## src/esaxi_pkg.sv

```systemverilog
package esaxi_pkg;

   // ######################################
   // widths and mesh identity
   // ######################################
   localparam int addr_w = 32;
   localparam int data_w = 32;
   localparam int pkt_w  = 104;   // access+write+mode+ctrl+3x32

   localparam logic [11:0]       node_id     = 12'h810;
   localparam logic [addr_w-1:0] return_addr = {node_id, 4'hE, 16'h0000};  // rr lands here

   // packet field positions, lsb first
   localparam int     data_lsb  = 40;      // after access/write/mode/ctrl/dstaddr
   localparam logic [3:0] ctrl_mode = 4'h0;  // no ctrlmode use on this port

   // ######################################
   // axi and mesh codes
   // ######################################
   localparam logic [1:0] burst_incr = 2'b01;  // fixed and wrap both step nothing
   localparam logic [1:0] resp_okay  = 2'b00;

   localparam logic [1:0] mode_byte = 2'd0;    // = axi size[1:0]
   localparam logic [1:0] mode_half = 2'd1;
   localparam logic [1:0] mode_word = 2'd2;

   // build one mesh packet
   function automatic logic [pkt_w-1:0] pack_emesh(
      input logic              access,
      input logic              write,
      input logic [1:0]        datamode,
      input logic [addr_w-1:0] dstaddr,
      input logic [data_w-1:0] data,
      input logic [addr_w-1:0] srcaddr
   );
      return {srcaddr, data, dstaddr, ctrl_mode, datamode, write, access};
   endfunction

   // data field only, the rest of a read response is not needed
   function automatic logic [data_w-1:0] unpack_data(input logic [pkt_w-1:0] packet);
      return packet[data_lsb +: data_w];
   endfunction

endpackage

```

## src/esaxi.sv

```systemverilog
module esaxi
   import esaxi_pkg::*;
(
   input  logic              s_axi_aclk,
   input  logic              s_axi_aresetn,
   // aw / w / b
   input  logic [addr_w-1:0] s_axi_awaddr,
   input  logic [1:0]        s_axi_awburst,
   input  logic [7:0]        s_axi_awlen,
   input  logic [2:0]        s_axi_awsize,
   input  logic              s_axi_awvalid,
   output logic              s_axi_awready,
   input  logic [data_w-1:0] s_axi_wdata,
   input  logic [3:0]        s_axi_wstrb,
   input  logic              s_axi_wlast,
   input  logic              s_axi_wvalid,
   output logic              s_axi_wready,
   output logic [1:0]        s_axi_bresp,
   output logic              s_axi_bvalid,
   input  logic              s_axi_bready,
   // ar / r
   input  logic [addr_w-1:0] s_axi_araddr,
   input  logic [1:0]        s_axi_arburst,
   input  logic [7:0]        s_axi_arlen,
   input  logic [2:0]        s_axi_arsize,
   input  logic              s_axi_arvalid,
   output logic              s_axi_arready,
   output logic [data_w-1:0] s_axi_rdata,
   output logic              s_axi_rlast,
   output logic [1:0]        s_axi_rresp,
   output logic              s_axi_rvalid,
   input  logic              s_axi_rready,
   // mesh
   output logic              txwr_access,
   output logic [pkt_w-1:0]  txwr_packet,
   input  logic              txwr_wait,
   output logic              txrd_access,
   output logic [pkt_w-1:0]  txrd_packet,
   input  logic              txrd_wait,     // not honoured, one read at a time
   input  logic              rxrr_access,
   input  logic [pkt_w-1:0]  rxrr_packet
);

   logic              wr_beat;
   logic [addr_w-1:0] wr_addr;
   logic [1:0]        wr_size;
   logic [1:0]        rd_size;

   esaxi_write_channel i_write_channel (
      .s_axi_aclk, .s_axi_aresetn, .s_axi_awaddr, .s_axi_awburst, .s_axi_awlen,
      .s_axi_awsize, .s_axi_awvalid, .s_axi_wvalid, .s_axi_wlast, .s_axi_bready,
      .txwr_wait, .s_axi_awready, .s_axi_wready, .s_axi_bresp, .s_axi_bvalid,
      .wr_beat, .wr_addr, .wr_size
   );

   esaxi_write_request i_write_request (
      .s_axi_aclk, .s_axi_aresetn, .wr_beat, .wr_addr, .wr_size,
      .s_axi_wdata, .s_axi_wstrb, .txwr_access, .txwr_packet
   );

   esaxi_read_channel i_read_channel (
      .s_axi_aclk, .s_axi_aresetn, .s_axi_araddr, .s_axi_arburst, .s_axi_arlen,
      .s_axi_arsize, .s_axi_arvalid, .s_axi_rready, .s_axi_rvalid,
      .s_axi_arready, .s_axi_rlast, .txrd_access, .txrd_packet, .rd_size
   );

   esaxi_read_response i_read_response (
      .s_axi_aclk, .s_axi_aresetn, .rxrr_access, .rxrr_packet, .rd_size,
      .s_axi_rready, .s_axi_rdata, .s_axi_rresp, .s_axi_rvalid
   );

endmodule

```

## src/esaxi_read_channel.sv

```systemverilog
module esaxi_read_channel
   import esaxi_pkg::*;
(
   input  logic              s_axi_aclk,
   input  logic              s_axi_aresetn,
   input  logic [addr_w-1:0] s_axi_araddr,
   input  logic [1:0]        s_axi_arburst,
   input  logic [7:0]        s_axi_arlen,
   input  logic [2:0]        s_axi_arsize,
   input  logic              s_axi_arvalid,
   input  logic              s_axi_rready,
   input  logic              s_axi_rvalid,   // from the response block
   output logic              s_axi_arready,
   output logic              s_axi_rlast,
   output logic              txrd_access,
   output logic [pkt_w-1:0]  txrd_packet,
   output logic [1:0]        rd_size
);

   logic              read_active;   // single read in flight
   logic              active_q;      // for the leading edge
   logic              rnext;         // non-last beat done, ask for the next
   logic [7:0]        beats_left;
   logic              rd_incr;
   logic [addr_w-1:0] rd_addr;
   logic [addr_w-1:0] req_addr;
   logic [1:0]        req_mode;
   logic              r_hs;
   logic              last_rd;

   assign r_hs    = s_axi_rvalid & s_axi_rready;
   assign last_rd = r_hs & s_axi_rlast;

   // ######################################
   // ar handshake and beat count
   // ######################################
   always_ff @(posedge s_axi_aclk)
   begin
      if (!s_axi_aresetn)
      begin
         s_axi_arready <= 1'b0;
         read_active   <= 1'b0;
         beats_left    <= 8'd0;
         s_axi_rlast   <= 1'b0;
      end
      else
      begin
         if (!s_axi_arready && !read_active)
            s_axi_arready <= 1'b1;
         else if (s_axi_arvalid)
            s_axi_arready <= 1'b0;

         if (s_axi_arready && s_axi_arvalid)
         begin
            read_active <= 1'b1;
            beats_left  <= s_axi_arlen;
            s_axi_rlast <= (s_axi_arlen == 8'd0);   // single beat
         end
         else
         begin
            if (last_rd)
               read_active <= 1'b0;
            if (r_hs)
            begin
               beats_left <= beats_left - 8'd1;
               if (beats_left == 8'd1)
                  s_axi_rlast <= 1'b1;   // one beat to go
            end
         end
      end
   end

   // address and size, stepped with the captured burst type
   always_ff @(posedge s_axi_aclk)
   begin
      if (s_axi_arready && s_axi_arvalid)
      begin
         rd_addr <= s_axi_araddr;
         rd_size <= s_axi_arsize[1:0];
         rd_incr <= (s_axi_arburst == burst_incr);
      end
      else if (r_hs && rd_incr)
      begin
         rd_addr[addr_w-1:2] <= rd_addr[addr_w-1:2] + 1'b1;
         rd_addr[1:0]        <= 2'b00;
      end
   end

   // ######################################
   // request issue, one per beat
   // ######################################
   always_ff @(posedge s_axi_aclk)
   begin
      if (!s_axi_aresetn)
      begin
         active_q    <= 1'b0;
         rnext       <= 1'b0;
         txrd_access <= 1'b0;
      end
      else
      begin
         active_q    <= read_active;
         rnext       <= r_hs & ~s_axi_rlast;
         txrd_access <= (read_active & ~active_q) | rnext;   // first beat or next
      end
   end

   always_ff @(posedge s_axi_aclk)
   begin
      req_addr <= rd_addr;
      req_mode <= rd_size;
   end

   assign txrd_packet = pack_emesh(txrd_access, 1'b0, req_mode, req_addr,
                                   {data_w{1'b0}}, return_addr);

endmodule

```

## src/esaxi_read_response.sv

```systemverilog
module esaxi_read_response
   import esaxi_pkg::*;
(
   input  logic              s_axi_aclk,
   input  logic              s_axi_aresetn,
   input  logic              rxrr_access,
   input  logic [pkt_w-1:0]  rxrr_packet,
   input  logic [1:0]        rd_size,
   input  logic              s_axi_rready,
   output logic [data_w-1:0] s_axi_rdata,
   output logic [1:0]        s_axi_rresp,
   output logic              s_axi_rvalid
);

   logic [data_w-1:0] rr_data;

   assign rr_data     = unpack_data(rxrr_packet);
   assign s_axi_rresp = resp_okay;

   always_ff @(posedge s_axi_aclk)
   begin
      if (!s_axi_aresetn)
         s_axi_rvalid <= 1'b0;
      else if (rxrr_access)
         s_axi_rvalid <= 1'b1;
      else if (s_axi_rready)
         s_axi_rvalid <= 1'b0;   // hold while rready low
   end

   // data fills every lane the master might read
   always_ff @(posedge s_axi_aclk)
   begin
      if (rxrr_access)
      begin
         case (rd_size)
            mode_byte: s_axi_rdata <= {4{rr_data[7:0]}};
            mode_half: s_axi_rdata <= {2{rr_data[15:0]}};
            default:   s_axi_rdata <= rr_data;   // word
         endcase
      end
   end

endmodule

```

## src/esaxi_write_channel.sv

```systemverilog
module esaxi_write_channel
   import esaxi_pkg::*;
(
   input  logic              s_axi_aclk,
   input  logic              s_axi_aresetn,
   input  logic [addr_w-1:0] s_axi_awaddr,
   input  logic [1:0]        s_axi_awburst,
   input  logic [7:0]        s_axi_awlen,
   input  logic [2:0]        s_axi_awsize,
   input  logic              s_axi_awvalid,
   input  logic              s_axi_wvalid,
   input  logic              s_axi_wlast,
   input  logic              s_axi_bready,
   input  logic              txwr_wait,
   output logic              s_axi_awready,
   output logic              s_axi_wready,
   output logic [1:0]        s_axi_bresp,
   output logic              s_axi_bvalid,
   output logic              wr_beat,      // w transfer this cycle
   output logic [addr_w-1:0] wr_addr,      // address of the current beat
   output logic [1:0]        wr_size
);

   logic       write_active;   // aw accepted, last beat not yet seen
   logic [7:0] beats_left;     // beats after the current one
   logic       wr_incr;        // captured burst type
   logic       last_beat;

   assign wr_beat     = s_axi_wready & s_axi_wvalid;
   // wlast normally ends it, the counter guards a missing wlast
   assign last_beat   = wr_beat & (s_axi_wlast | (beats_left == 8'd0));
   assign s_axi_bresp = resp_okay;   // never an error

   // ######################################
   // handshake control
   // ######################################
   always_ff @(posedge s_axi_aclk)
   begin
      if (!s_axi_aresetn)
      begin
         s_axi_awready <= 1'b0;
         s_axi_wready  <= 1'b0;
         s_axi_bvalid  <= 1'b0;
         write_active  <= 1'b0;
         beats_left    <= 8'd0;
      end
      else
      begin
         // ready again once idle and b is done
         if (!s_axi_awready && !write_active && !s_axi_bvalid)
            s_axi_awready <= 1'b1;
         else if (s_axi_awvalid)
            s_axi_awready <= 1'b0;

         if (s_axi_awready && s_axi_awvalid)
         begin
            write_active <= 1'b1;
            beats_left   <= s_axi_awlen;
         end
         else if (last_beat)
            write_active <= 1'b0;
         else if (wr_beat)
            beats_left <= beats_left - 8'd1;

         if (last_beat)
            s_axi_wready <= 1'b0;
         else if (write_active)
            s_axi_wready <= ~txwr_wait;   // one cycle behind the mesh wait

         if (last_beat)
            s_axi_bvalid <= 1'b1;
         else if (s_axi_bready)
            s_axi_bvalid <= 1'b0;         // held until bready
      end
   end

   // ######################################
   // address capture and step
   // ######################################
   always_ff @(posedge s_axi_aclk)
   begin
      if (s_axi_awready && s_axi_awvalid)
      begin
         wr_addr <= s_axi_awaddr;
         wr_size <= s_axi_awsize[1:0];   // 0 byte, 1 half, 2 word
         wr_incr <= (s_axi_awburst == burst_incr);
      end
      else if (wr_beat && wr_incr)
      begin
         wr_addr[addr_w-1:2] <= wr_addr[addr_w-1:2] + 1'b1;  // next word
         wr_addr[1:0]        <= 2'b00;                        // byte lanes cleared
      end
   end

endmodule

```

## src/esaxi_write_request.sv

```systemverilog
module esaxi_write_request
   import esaxi_pkg::*;
(
   input  logic              s_axi_aclk,
   input  logic              s_axi_aresetn,
   input  logic              wr_beat,
   input  logic [addr_w-1:0] wr_addr,
   input  logic [1:0]        wr_size,
   input  logic [data_w-1:0] s_axi_wdata,
   input  logic [3:0]        s_axi_wstrb,
   output logic              txwr_access,
   output logic [pkt_w-1:0]  txwr_packet
);

   logic              pre_access;   // stage 1 valid
   logic [data_w-1:0] pre_data;
   logic [addr_w-1:0] pre_addr;
   logic [1:0]        pre_mode;
   logic [data_w-1:0] tx_data;
   logic [addr_w-1:0] tx_addr;
   logic [1:0]        tx_mode;

   always_ff @(posedge s_axi_aclk)
   begin
      if (!s_axi_aresetn)
      begin
         pre_access  <= 1'b0;
         txwr_access <= 1'b0;
      end
      else
      begin
         pre_access  <= wr_beat;
         txwr_access <= pre_access;   // 2 cycles after the beat
      end
   end

   // ######################################
   // stage 1, strobe alignment
   // ######################################
   always_ff @(posedge s_axi_aclk)
   begin
      pre_mode                <= wr_size;
      pre_addr[addr_w-1:2]    <= wr_addr[addr_w-1:2];
      if (s_axi_wstrb[0] || (wr_size == mode_word))
      begin
         pre_data      <= s_axi_wdata;              // no shift
         pre_addr[1:0] <= 2'd0;
      end
      else if (s_axi_wstrb[1])
      begin
         pre_data      <= {8'd0, s_axi_wdata[31:8]};
         pre_addr[1:0] <= 2'd1;
      end
      else if (s_axi_wstrb[2])
      begin
         pre_data      <= {16'd0, s_axi_wdata[31:16]};
         pre_addr[1:0] <= 2'd2;
      end
      else
      begin
         pre_data      <= {24'd0, s_axi_wdata[31:24]};  // lane 3 or no strobe
         pre_addr[1:0] <= 2'd3;
      end
   end

   // stage 2, plain register, both stages move every cycle
   always_ff @(posedge s_axi_aclk)
   begin
      tx_data <= pre_data;
      tx_addr <= pre_addr;
      tx_mode <= pre_mode;
   end

   assign txwr_packet = pack_emesh(txwr_access, 1'b1, tx_mode, tx_addr, tx_data,
                                   {addr_w{1'b0}});   // writes carry no source

endmodule

```

## config.mk

```make
export PLATFORM = sky130hd
export DESIGN_NAME = esaxi
export DESIGN_NICKNAME = d
export VERILOG_FILES = /design/src/esaxi_pkg.sv /design/src/esaxi.sv /design/src/esaxi_read_channel.sv /design/src/esaxi_read_response.sv /design/src/esaxi_write_channel.sv /design/src/esaxi_write_request.sv
export SDC_FILE = /design/constraint.sdc
export NUM_CORES = 1
export LEC_CHECK = 0
export ABC_CLOCK_PERIOD_IN_PS = 5400
export BUFFER_PORTS_ARGS = -buffer_cell sky130_fd_sc_hd__buf_2
export CORE_ASPECT_RATIO = 1.2
export CORE_UTILIZATION = 30
export DETAILED_ROUTE_END_ITERATION = 6
export GPL_TIMING_DRIVEN = 0
export MAX_ROUTING_LAYER = met4
export SKIP_LAST_GASP = 1
export SLEW_MARGIN = 40
export SYNTH_ARGS = -nofsm -noshare
export SYNTH_HDL_FRONTEND = slang
export SYNTH_SLANG_ARGS = --single-unit
```

## constraint.sdc

```tcl
create_clock -name s_axi_aclk -period 5.4 [get_ports s_axi_aclk]
set_input_delay 0.54 -clock s_axi_aclk [delete_from_list [all_inputs] [get_ports s_axi_aclk]]
set_output_delay 0.54 -clock s_axi_aclk [all_outputs]
set_load 0.02 [all_outputs]
```

Word level (Yosys, flattened, before mapping)
Index checks and enable logic that the tools add are counted.
{"block": "word_totals", "reg_bits": 297, "latch_bits": 0, "mem_bits_rw": 0, "mem_bits_ro": 0, "out_inout_bits": 252, "wordCells": 115, "mem_count": 0}
{"block": "classes", "n_addsub": 4, "n_mul": 0, "div": 0, "n_lt_le_gt_ge": 0, "n_eq_ne": 6, "n_shift": 0, "n_mux": 30, "bitwise_logic": 12, "reduce_logical": 31}
{"cell": "$mux W32", "n": 6}
{"cell": "$pmux W32 S2", "n": 1}
{"cell": "$add A30 B1 Y30 const B", "n": 2}
{"cell": "$mux W8", "n": 5}
{"cell": "$reduce_bool A2 Y1", "n": 11}
{"cell": "$mux W1", "n": 17}
{"cell": "$logic_not A8 Y1", "n": 2}
{"cell": "$mux W16", "n": 1}
{"cell": "$sub A8 B1 Y8 const B", "n": 2}
{"cell": "$eq A8 B1 Y1 const B", "n": 1}
{"cell": "$logic_and A1 B1 Y1", "n": 7}
{"cell": "$and A1 B1 Y1", "n": 6}
{"cell": "$eq A2 B1 Y1 const B", "n": 3}
{"cell": "$logic_not A1 Y1", "n": 5}
{"cell": "$not A1 Y1", "n": 4}
{"cell": "$reduce_and A2 Y1", "n": 2}
{"cell": "$reduce_or A2 Y1", "n": 2}
{"cell": "$eq A2 B2 Y1 const B", "n": 1}
{"cell": "$logic_not A2 Y1", "n": 1}
{"cell": "$ne A2 B2 Y1 const B", "n": 1}
{"cell": "$or A1 B1 Y1", "n": 2}
{"cell": "$logic_or A1 B1 Y1", "n": 1}

Logic depth before layout (Yosys ltp)
Gate-level depths: netlist of run 1.
{"block": "logic_depth", "ltp_word": 5, "mapped_depth": 6, "ltp_nobuf": 6}

Cells and area by module
A second synthesis of run 1 with hierarchy kept.
{"block": "hier_totals", "hier_cells": 1035, "area_unflattened_um2": 11671.2}
{"mod": "esaxi_read_channel", "n_inst": 1, "cells_each": 390, "area_each_um2": 3880.0, "seq_area_each_um2": 2011.9}
{"mod": "esaxi_write_request", "n_inst": 1, "cells_each": 290, "area_each_um2": 3758.6, "seq_area_each_um2": 2682.6}
{"mod": "esaxi_write_channel", "n_inst": 1, "cells_each": 272, "area_each_um2": 2615.0, "seq_area_each_um2": 1291.2}
{"mod": "esaxi_read_response", "n_inst": 1, "cells_each": 83, "area_each_um2": 1417.6, "seq_area_each_um2": 980.9}

Worst setup path before layout of run 1
OpenSTA, ideal clock, no wires.
{"block": "synth_path", "path_kind": "in2reg", "startpoint": "input port s_axi_arvalid", "endpoint": "register i_read_channel.rd_addr[0] (enable)", "t_arrival_ns": 1.796, "required_ns": 4.922, "path_slack_ns": 3.127, "path_stages": 4, "path_buffers": 2, "path_cell_list": "nand2_1 -> clkbuf_1 -> clkbuf_1 -> nand2_1"}
{"block": "synth_via", "elab_chain_len": 2}
{"item": "start, declared", "line": "esaxi.sv:26", "rtl": "input logic s_axi_arvalid,"}
{"item": "$logic_and A1 B1 Y1", "line": "esaxi_read_channel.sv:76", "rtl": "if (s_axi_arready && s_axi_arvalid)"}
{"item": "$reduce_bool A2 Y1 (no source line)"}
{"item": "end signal, assigned", "line": "esaxi_read_channel.sv:78", "rtl": "rd_addr <= s_axi_araddr;"}
{"item": "end signal, assigned by index", "line": "esaxi_read_channel.sv:84", "rtl": "rd_addr[addr_w-1:2] <= rd_addr[addr_w-1:2] + 1'b1;"}
{"item": "end, declared", "line": "esaxi_read_channel.sv:25", "rtl": "logic [addr_w-1:0] rd_addr;"}
No other way between the ends.
A chain may end at the register's enable or synchronous reset.

Worst setup path in the final report of run 1
{"block": "layout_path", "startpoint": "register i_read_channel.s_axi_arready", "endpoint": "register i_read_channel.rd_addr[28] (enable)"}
{"block": "layout_via", "elab_chain_len": 2}
{"item": "start, declared", "line": "esaxi_read_channel.sv:13", "rtl": "output logic s_axi_arready,"}
{"item": "start signal, assigned", "line": "esaxi_read_channel.sv:41", "rtl": "s_axi_arready <= 1'b0;"}
{"item": "start signal, assigned", "line": "esaxi_read_channel.sv:49", "rtl": "s_axi_arready <= 1'b1;"}
{"item": "start signal, assigned", "line": "esaxi_read_channel.sv:51", "rtl": "s_axi_arready <= 1'b0;"}
{"item": "$logic_and A1 B1 Y1", "line": "esaxi_read_channel.sv:76"}
{"item": "$reduce_bool A2 Y1 (no source line)"}
No other way between the ends.

==> results of run 1 <==
sequential cells by signal (all words and copies together) (netlist names), 8 cells and up:
name and flops:
i_read_channel.req_addr 32, i_write_channel.wr_addr 30, i_read_channel.rd_addr 32, i_read_channel.beats_left 8, i_write_request.pre_addr 32, i_write_request.tx_addr 32
i_write_request.pre_data 32, i_write_request.tx_data 32, i_read_response.s_axi_rdata 32, i_write_channel.beats_left 8
cells by family after synthesis:
family                     Yosys count
AOI/OAI and AO/OA                  170
xor gates and xnor gates            40
DFF                                295
other                                2
buffers and inverters              173
muxes                               33
adders and majority gates            6
and+or+nand+nor                    317
per-layer routing:
metal,wire length (µm),track usage,share of wire,vias to the layer above
met5,0,-,0,-
met4,816,0.0526,0.026,0
met3,2350,0.0261,0.075,47
met2,15800,0.291,0.51,404
met1,12200,0.179,0.39,4054
li1,-,-,-,4347
layout make-up:
type	count	area [µm²]	share of cell area
tap	474	593	0.0398
clock inverter	13	128	0.00857
sequential	295	6910	0.464
timing repair buffer	301	1510	0.101
antenna	1	2.50	0.000168
multi-input combinational	676	3780	0.254
inverter	20	75.1	0.00504
buffer	153	998	0.0671
clock buffer	43	893	0.0600
Yosys cell counts, types with 2 or more instances:
cell type    n
a2111oi_0    3
a211oi_1     6
a21oi_1     36
a311oi_1     2
a31oi_1     29
and2_1      12
and3_1      16
and4_1       8
buf_1        2
buf_4      113
clkbuf_1    38
conb_1       2
dfxtp_1    195
edfxtp_1   100
ha_1         6
inv_1       19
mux2_2      16
mux2i_1     17
nand2_1    102
nand3_1     38
nand4_1     16
nand4b_1     2
nor2_1      56
nor2b_1      5
nor3_1       9
nor4_1      16
o21ai_0     71
o31ai_1     17
or3_1       14
or4_1       17
xnor2_1     27
xor2_1      13
power by group through the flow:
stage	clock network (mW)	logic (mW)	registers, mW
after floorplan	0	0.344	2.70
final	2.12	0.675	2.58
after CTS	2.19	0.679	2.58
after global placement	0	0.671	2.63
after global routing	2.27	0.735	2.60
after detailed placement	0	0.676	2.63
worst paths after layout:
kind	start	to	slack (ps)
setup / recovery	i_read_channel.s_axi_arready	i_read_channel.rd_addr[28]	2840
hold / removal	s_axi_awsize[1]	i_write_channel.wr_size[1]	160
setup reg to reg	i_read_channel.s_axi_arready	i_read_channel.rd_addr[28]	2840
hold reg to reg	i_write_request.pre_addr[1]	i_write_request.tx_addr[1]	320
==> flow_summary.ini, run 1 <==
[run_status]
status = finished with violations
violations = DRC

[yosys]
yosys.area.top_type_share = 0.344
synth-seq-cells = 295
ys.flop_type = dfxtp_1
synth-compound-area-share = 0.0865
synthDistinctLibCells = 45
synth_top_family_by_area = simple AND/OR/NAND/NOR gates
synth_area_leaders = dfxtp_1 (34%), edfxtp_1 (26%), buf_4 (7.5%), nand2_1 (3.4%), o21ai_0 (3.1%)
ys_async_sr_fraction = 0
synth_mux_area_frac = 0.0309
synth-simple-area-share = 0.141
syn_area_per_cell_um2 = 11.0
synth_xor_area_frac = 0.0309
synth-adder-area-share = 0.00662
synth_edf_count = 100
syn-cell-area_um2 = 11300
synthCells = 1036
ys_warn_count = 0
ys_seq_area_frac = 0.609
synth_top_area_cell = dfxtp_1

[timing]
fin_crit_sh = 0.473
setup-violations-final = 0
relSlewSlack = 0.460
finalSetupTns_ps = 0
drv_slew = 0
final-hold-violation-count = 0
rsz0062_at_grt = false
clock.fmax_ghz = 0.391
min_period_ps = 2560
finalWorstSetupSlack_ps = 2840
whs_ps = 159
skew_ps = 11.5
tightest_slew_ps = 810

[run]
cap_violations = 0

[routing]
vias = 8852
firstDrtPassIters = 7
drt_iter0_drc = 513
drc_errors = 30
drtAntennaViolNets = 0
wl_per_cell_um = 15.7
viasPerCell = 4.48
drt-total-wl_mm = 31.1

[power_and_ir_drop]
power_frac_clock = 0.394
power.switching_mw = 1.39
powerDensity_nw_per_um2 = 361
swShare = 0.258
fin_total_pwr_mw = 5.38
ir_worst_vdd_v = 0.000192
share_comb_of_total_power = 0.126
p_seq_frac = 0.481
p_leak_nw = 6.47
intPower_mw = 3.99

[worst_setup_path]
critPathLaunchType = flip-flop
r2r_cells = 4
path_cells = nand2_1 -> clkbuf_1 -> clkbuf_1 -> nand2_2
cp.depth = 4
worst-path-buf-inv = 2
cp.required_ps = 5510
cp_top_family = buffers and inverters
critPathMaxFanout = 32
crit_top_cell = clkbuf_1
cp.arrival_ps = 2670
cp_slowest_stage_delay_ps = 630
crit_type = reg2reg
cp-end-kind = flip-flop
slowest_stage = nand2_2

[placed_design]
port_buffers = 301
placed_area_um2 = 13900
dp_hpwl_mm = 23.8
pre_cts_ws_ps = 2560
gp_congestion = 0.850
dp_cells = 1919

[clock_network]
cts_tree = done
cts_setup_buffers = 0
cts_resized = 0
clkSinkCount = 295
cts.htree.levels = 1
cts_buffers = 30
cts.hold.buffers_added = 0
clkSlewWorstSetupHoldPaths_ps = 60
cts_buffer_depth = 3
cts_root_buf = clkbuf_16
clock_latency_ps = 560

[final_layout]
final_cell_mix = buf_2 (301), dfxtp_1 (195), buf_4 (113), conb_1 (110)
fin_area_um2 = 14900
fillCellCount = 3659
fin_nets = 1724
utilization = 0.401
layout.cells.non_filler = 1976
synthToLayoutAreaGrowth_pct = 31.2
drive_above_1_share = 0.322
layout_commonest_cell = buf_2

[global_route]
grt_pass1_wl_mm = 47.5
grt_pass1_vias = 8698
grt.total_usage = 0.161
grt_start_max_net_pins = 34
grt_overflow_total = 0
antenna_found_initial = 2

[die]
io_pins = 493
rows = 77
start_util = 0.306
core_um2 = 37100
dieArea_um2 = 38600
die_h_um = 215
die_w_um = 180

[hold_path]
whs_path_depth = 1
hp-class = in2reg
(Power assumes the default switching activity.)
==> run 2, diff against run 1 <==
ABC_CLOCK_PERIOD_IN_PS = 2400   (was 5400)
clock period = 2.4 ns   (was 5.4 ns; I/O delays follow)
==> run 2 against run 1 <==
  * Power is 130% higher
  * Register-to-register slack worse by 2700 ps
  * Flip-flop and latch count stayed put
  * Maximum frequency grew 15%
  * Count of clock-buffer cells in the layout unchanged
  * Setup slack worse by 2700 ps
  * Wire length up 5.2%
  * First-iteration DRC count shrank 0.58%
  * Critical endpoint is now i_read_channel.rd_addr[24]
  * The flow still finishes with violations (DRC)
  * Sequential share of layout area shrank 3.8 points
  * Die area is the same
  * Clock skew barely moved
==> flow_summary.ini, run 2 (same netlist as run 1, synthesis figures left out) <==
[placed_design]
dp_hpwl_mm = 23.8
placed_area_um2 = 13900
port_buffers = 301
dp_cells = 1919
gp_congestion = 0.850

[clock_network]
clkSlewWorstSetupHoldPaths_ps = 60
cts_setup_buffers = 0
cts_root_buf = clkbuf_16
cts_buffers = 30
cts_buffer_depth = 3
clkSinkCount = 295
cts.htree.levels = 1
clock_latency_ps = 550
cts_tree = done

[power_and_ir_drop]
powerDensity_nw_per_um2 = 758
ir_worst_vdd_v = 0.000425
p_leak_nw = 7.03

[timing]
final-hold-violation-count = 0
relSlewSlack = 0.463
rsz0062_at_grt = false
setup-violations-final = 0
skew_ps = 11.7
min_period_ps = 2220
drv_slew = 0
tightest_slew_ps = 805
clock.fmax_ghz = 0.450
fin_crit_sh = 0.926

[routing]
viasPerCell = 4.49
drc_errors = 30
drtAntennaViolNets = 0
wl_per_cell_um = 15.5
firstDrtPassIters = 7
drt_iter0_drc = 510
vias = 9450
drt-total-wl_mm = 32.7

[worst_setup_path]
crit_type = reg2reg
cp_slowest_stage_delay_ps = 580
critPathMaxFanout = 8
path_cells = ha_1 -> and3_1 -> nand4_1 -> or4_1 -> a31oi_1
slowest_stage = or4_1
cp.arrival_ps = 2620
cp.required_ps = 2800
cp-end-kind = flip-flop
critPathLaunchType = flip-flop

[final_layout]
drive_above_1_share = 0.298
ff_latch_area_um2 = 6910
antennaDiodeCount = 0
fillCellCount = 3481
synthToLayoutAreaGrowth_pct = 43.0
multiInputGateArea_um2 = 3800
layout.cells.non_filler = 2107
layout_commonest_cell = buf_2
fin_area_um2 = 16200
fin_nets = 1856
final_cell_mix = buf_2 (301), dfxtp_1 (195), dlygate4sd3_1 (132), buf_4 (113), conb_1 (110)

[die]
dieArea_um2 = 38600
rows = 77
start_util = 0.306
core_um2 = 37100
io_pins = 493
die_h_um = 215
die_w_um = 180

[global_route]
antenna_found_initial = 0
grt_overflow_total = 0
grt_pass1_wl_mm = 50.4
grt_pass1_vias = 9438
grt.total_usage = 0.170
grt_start_max_net_pins = 34

[run_status]
status = finished with violations
violations = DRC

[hold_path]
hp-class = in2reg

[run]
cap_violations = 0
## run 2: cell types whose count changed in the layout (fill, tap and decap cells not counted), sizes merged
cell / change
dlygate4sd3: +132
diode: -1
buf: +1
clkbuf: -1
## run 2: path summary, 6_finish.rpt
check	start	cells after the start	slack, ps	to
setup / recovery	i_read_channel.rd_addr[2]	5	180	i_read_channel.rd_addr[24]
hold reg to reg	i_write_request.pre_addr[1]	0	320	i_write_request.tx_addr[1]
setup reg to reg	i_read_channel.rd_addr[2]	5	180	i_read_channel.rd_addr[24]
hold / removal	s_axi_awlen[7]	3	40	i_write_channel.beats_left[7]
## run 2: layout make-up
cell class	instances	area share
flip-flops and latches	295	0.426
multi-input cells	676	0.234
repair buffers	433	0.174
plain buffers	153	0.0616
clock buffers	43	0.0551
well taps	474	0.0366
clock inverters	13	0.00787
inverters	20	0.00463
## run 2: worst max-delay path, delay by kind of cell, from the launching register on
kind / cells / cell delay, ps
DFF: 1 / 460
adders and majority gates: 1 / 250
AOI/OAI and AO/OA: 1 / 180
and+or+nand+nor: 3 / 1180
## run 2: repair_timing
action / 4_1_cts / 5_1_grt
resized for setup: 2 / 5
setup endpoints to repair: 62 / 53
hold buffers: 132 / 0
hold endpoints to repair: 118 / 0
## run 2: through the flow
| step | power [mW] | utilization | hold slack [ps] | setup TNS (ps) | setup slack, ps |
|---|---|---|---|---|---|
| after floorplan | 6.85 | - | 310 | 0 | 253 |
| after global placement | 7.42 | 0.373 | 310 | -31910 | -610 |
| after detailed placement | 7.44 | 0.374 | 312 | -6590 | -160 |
| after CTS | 12.5 | 0.437 | 1.92 | 0 | 55.6 |
| after global routing | 12.8 | 0.437 | 12.6 | 0 | 0.0702 |
| final | 12.3 | 0.437 | 35.6 | 0 | 178 |
## run 2: layer usage
| metal | vias up | GRT usage | routed length [µm] |
|---|---|---|---|
| met1 | 4333 | 0.186 | 12800 |
| met3 | 66 | 0.0249 | 2260 |
| met4 | 0 | 0.0695 | 1160 |
| met2 | 444 | 0.306 | 16500 |
| li1 | 4607 | - | - |
| met5 | - | - | 0 |
## run 2: where the power goes
group / total [mW] / internal, mW / leakage [nW] / switching (mW)
Clock: 4.76 / 2.81 / 0.495 / 1.95
Combinational: 1.72 / 0.721 / 3.95 / 0.996
Sequential: 5.82 / 5.60 / 2.59 / 0.220
Total: 12.3 / 9.12 / 7.03 / 3.17
==> run 3, diff against run 2 <==
CORE_ASPECT_RATIO = unset   (was 1.2)
REMOVE_ABC_BUFFERS = 1   (was unset)
SKIP_CTS_REPAIR_TIMING = 1   (was unset)
==> run 3 against run 2 <==
  * The flow finishes with violations (hold timing)
  * Sequential power hardly changed
  * Flip-flop and latch count stayed put
  * Highest routed layer unchanged
  * Critical path depth is 1 higher
  * Utilization is 2.5 points lower
  * Final cell count is 5.8% lower
  * First-iteration DRC count is 39% lower
  * Non-clock buffer count is 159 lower
  * Die area hardly changed
  * Maximum frequency is 3.5% lower
  * Design area is 6.2% lower
  * Critical path type unchanged
  * Combinational power is 13% lower
==> flow_summary.ini, run 3 (same netlist as run 1, synthesis figures left out) <==
[worst_setup_path]
cp.required_ps = 2680
crit_type = reg2reg
cp.arrival_ps = 2580
critPathLaunchType = flip-flop
critPathMaxFanout = 6
critPathCapture = i_write_channel.wr_addr[28]
r2r-start = i_write_channel.wr_addr[2]
r2r_cells = 6
critPathLaunch = i_write_channel.wr_addr[2]
r2r_slack_ps = 100
r2r-end = i_write_channel.wr_addr[28]
cp-end-kind = flip-flop

[power_and_ir_drop]
intPower_mw = 8.90
fin_total_pwr_mw = 12.1
powerDensity_nw_per_um2 = 793
share_comb_of_total_power = 0.125
p_leak_nw = 6.37
swShare = 0.262
power.switching_mw = 3.16
p_seq_frac = 0.483
power_frac_clock = 0.392
ir_worst_vdd_v = 0.000498

[die]
dieArea_um2 = 38600
rows = 70
die_w_um = 196
core_um2 = 36900
start_util = 0.308
io_pins = 493
die_h_um = 196

[final_layout]
layout_commonest_cell = buf_2
synthToLayoutAreaGrowth_pct = 34.1
layout.cells.non_filler = 1984
multiInputGateArea_um2 = 3830
drive_above_1_share = 0.263
final_cell_mix = buf_2 (305), dfxtp_1 (195), dlygate4sd3_1 (119), conb_1 (110), edfxtp_1 (100)
fillCellCount = 3520
fin_nets = 1698
fin_area_um2 = 15200
ff_latch_area_um2 = 6910
utilization = 0.413

[timing]
finalWorstSetupSlack_ps = 97.0
fin_crit_sh = 0.960
rsz0062_at_grt = true
skew_ps = 8.07
setup-violations-final = 0
clock.fmax_ghz = 0.434
min_period_ps = 2300
tightest_slew_ps = 819
finalSetupTns_ps = 0
final-hold-violation-count = 7
drv_slew = 0
relSlewSlack = 0.454
whs_ps = -22.5

[clock_network]
clkSlewWorstSetupHoldPaths_ps = 60
clkSinkCount = 295
cts_root_buf = clkbuf_16
cts_tree = done
cts.htree.levels = 1
cts_buffer_depth = 3
clock_latency_ps = 560
cts_buffers = 31

[placed_design]
placed_area_um2 = 12900
dp_hpwl_mm = 20.3
dp_cells = 1800
port_buffers = 304
gp_congestion = 0.804
pre_cts_ws_ps = 39.1

[routing]
drtAntennaViolNets = 0
wl_per_cell_um = 15.0
drt-total-wl_mm = 29.7
drt_iter0_drc = 310
drc_errors = 0
viasPerCell = 4.48
vias = 8898
firstDrtPassIters = 4

[global_route]
grt_overflow_total = 0
grt_pass1_vias = 7880
antenna_found_initial = 2
grt_start_max_net_pins = 51
grt_pass1_wl_mm = 43.0
grt.total_usage = 0.144

[hold_path]
hp-class = in2reg

[run_status]
violations = hold timing
status = finished with violations

[run]
cap_violations = 0
run 3: changes by cell type in the layout (fill, tap and decap cells not counted), sizes merged:
| cell | previous run | this run |
|---|---|---|
| buf | 417 | 308 |
| clkbuf | 80 | 42 |
| dlygate4sd3 | 132 | 119 |
| diode | 0 | 4 |
| clkinv | 7 | 10 |
| inv | 21 | 23 |
| bufinv | 2 | 1 |
| clkinvlp | 3 | 2 |
run 3: worst min-delay path by stage:
stage | cells after the start | to | startpoint | slack [ps]
floorplan | 0 | i_write_request.tx_addr[0] | i_write_request.pre_addr[0] | 310
global placement | 0 | i_write_request.tx_data[20] | i_write_request.pre_data[20] | 310
detailed placement | 0 | i_write_request.tx_data[12] | i_write_request.pre_data[12] | 310
CTS | 3 | i_write_request.pre_data[5] | s_axi_wdata[5] | -170
global route | 2 | i_read_channel.rd_incr | s_axi_arburst[0] | -3
finish | 3 | i_write_channel.wr_addr[12] | s_axi_awaddr[12] | -20
run 3: area by class of cell:
cell class                 count  share of cell area
tap                          504              0.0415
sequential                   295               0.454
clock inverter                16             0.00839
timing repair buffer         427               0.180
multi-input combinational    676               0.252
clock buffer                  42              0.0586
inverter                      20             0.00510
antenna                        4            0.000658
run 3: power groups by stage:
stage          logic (mW)  clock network [mW]  registers [mW]
6_report             1.50                4.73            5.83
5_1_grt              1.63                5.08            5.88
4_1_cts              1.34                4.85            5.83
3_5_place_dp         1.33                   0            5.93
3_3_place_gp         1.31                   0            5.93
2_1_floorplan       0.596                   0            6.09
run 3: metal layers:
metal	share of wire	global-route usage	vias up
li1	-	-	4296
met1	0.42	0.174	4174
met2	0.48	0.235	386
met3	0.080	0.0421	42
met4	0.020	0.0339	0
met5	0	-	-
run 3: critical path: stages, from the launching register on:
cell	delay, ps
edfxtp_1	440
ha_2	280
nand3_2	140
or4_4	570
buf_2	210
o31ai_1	270
a31oi_1	110
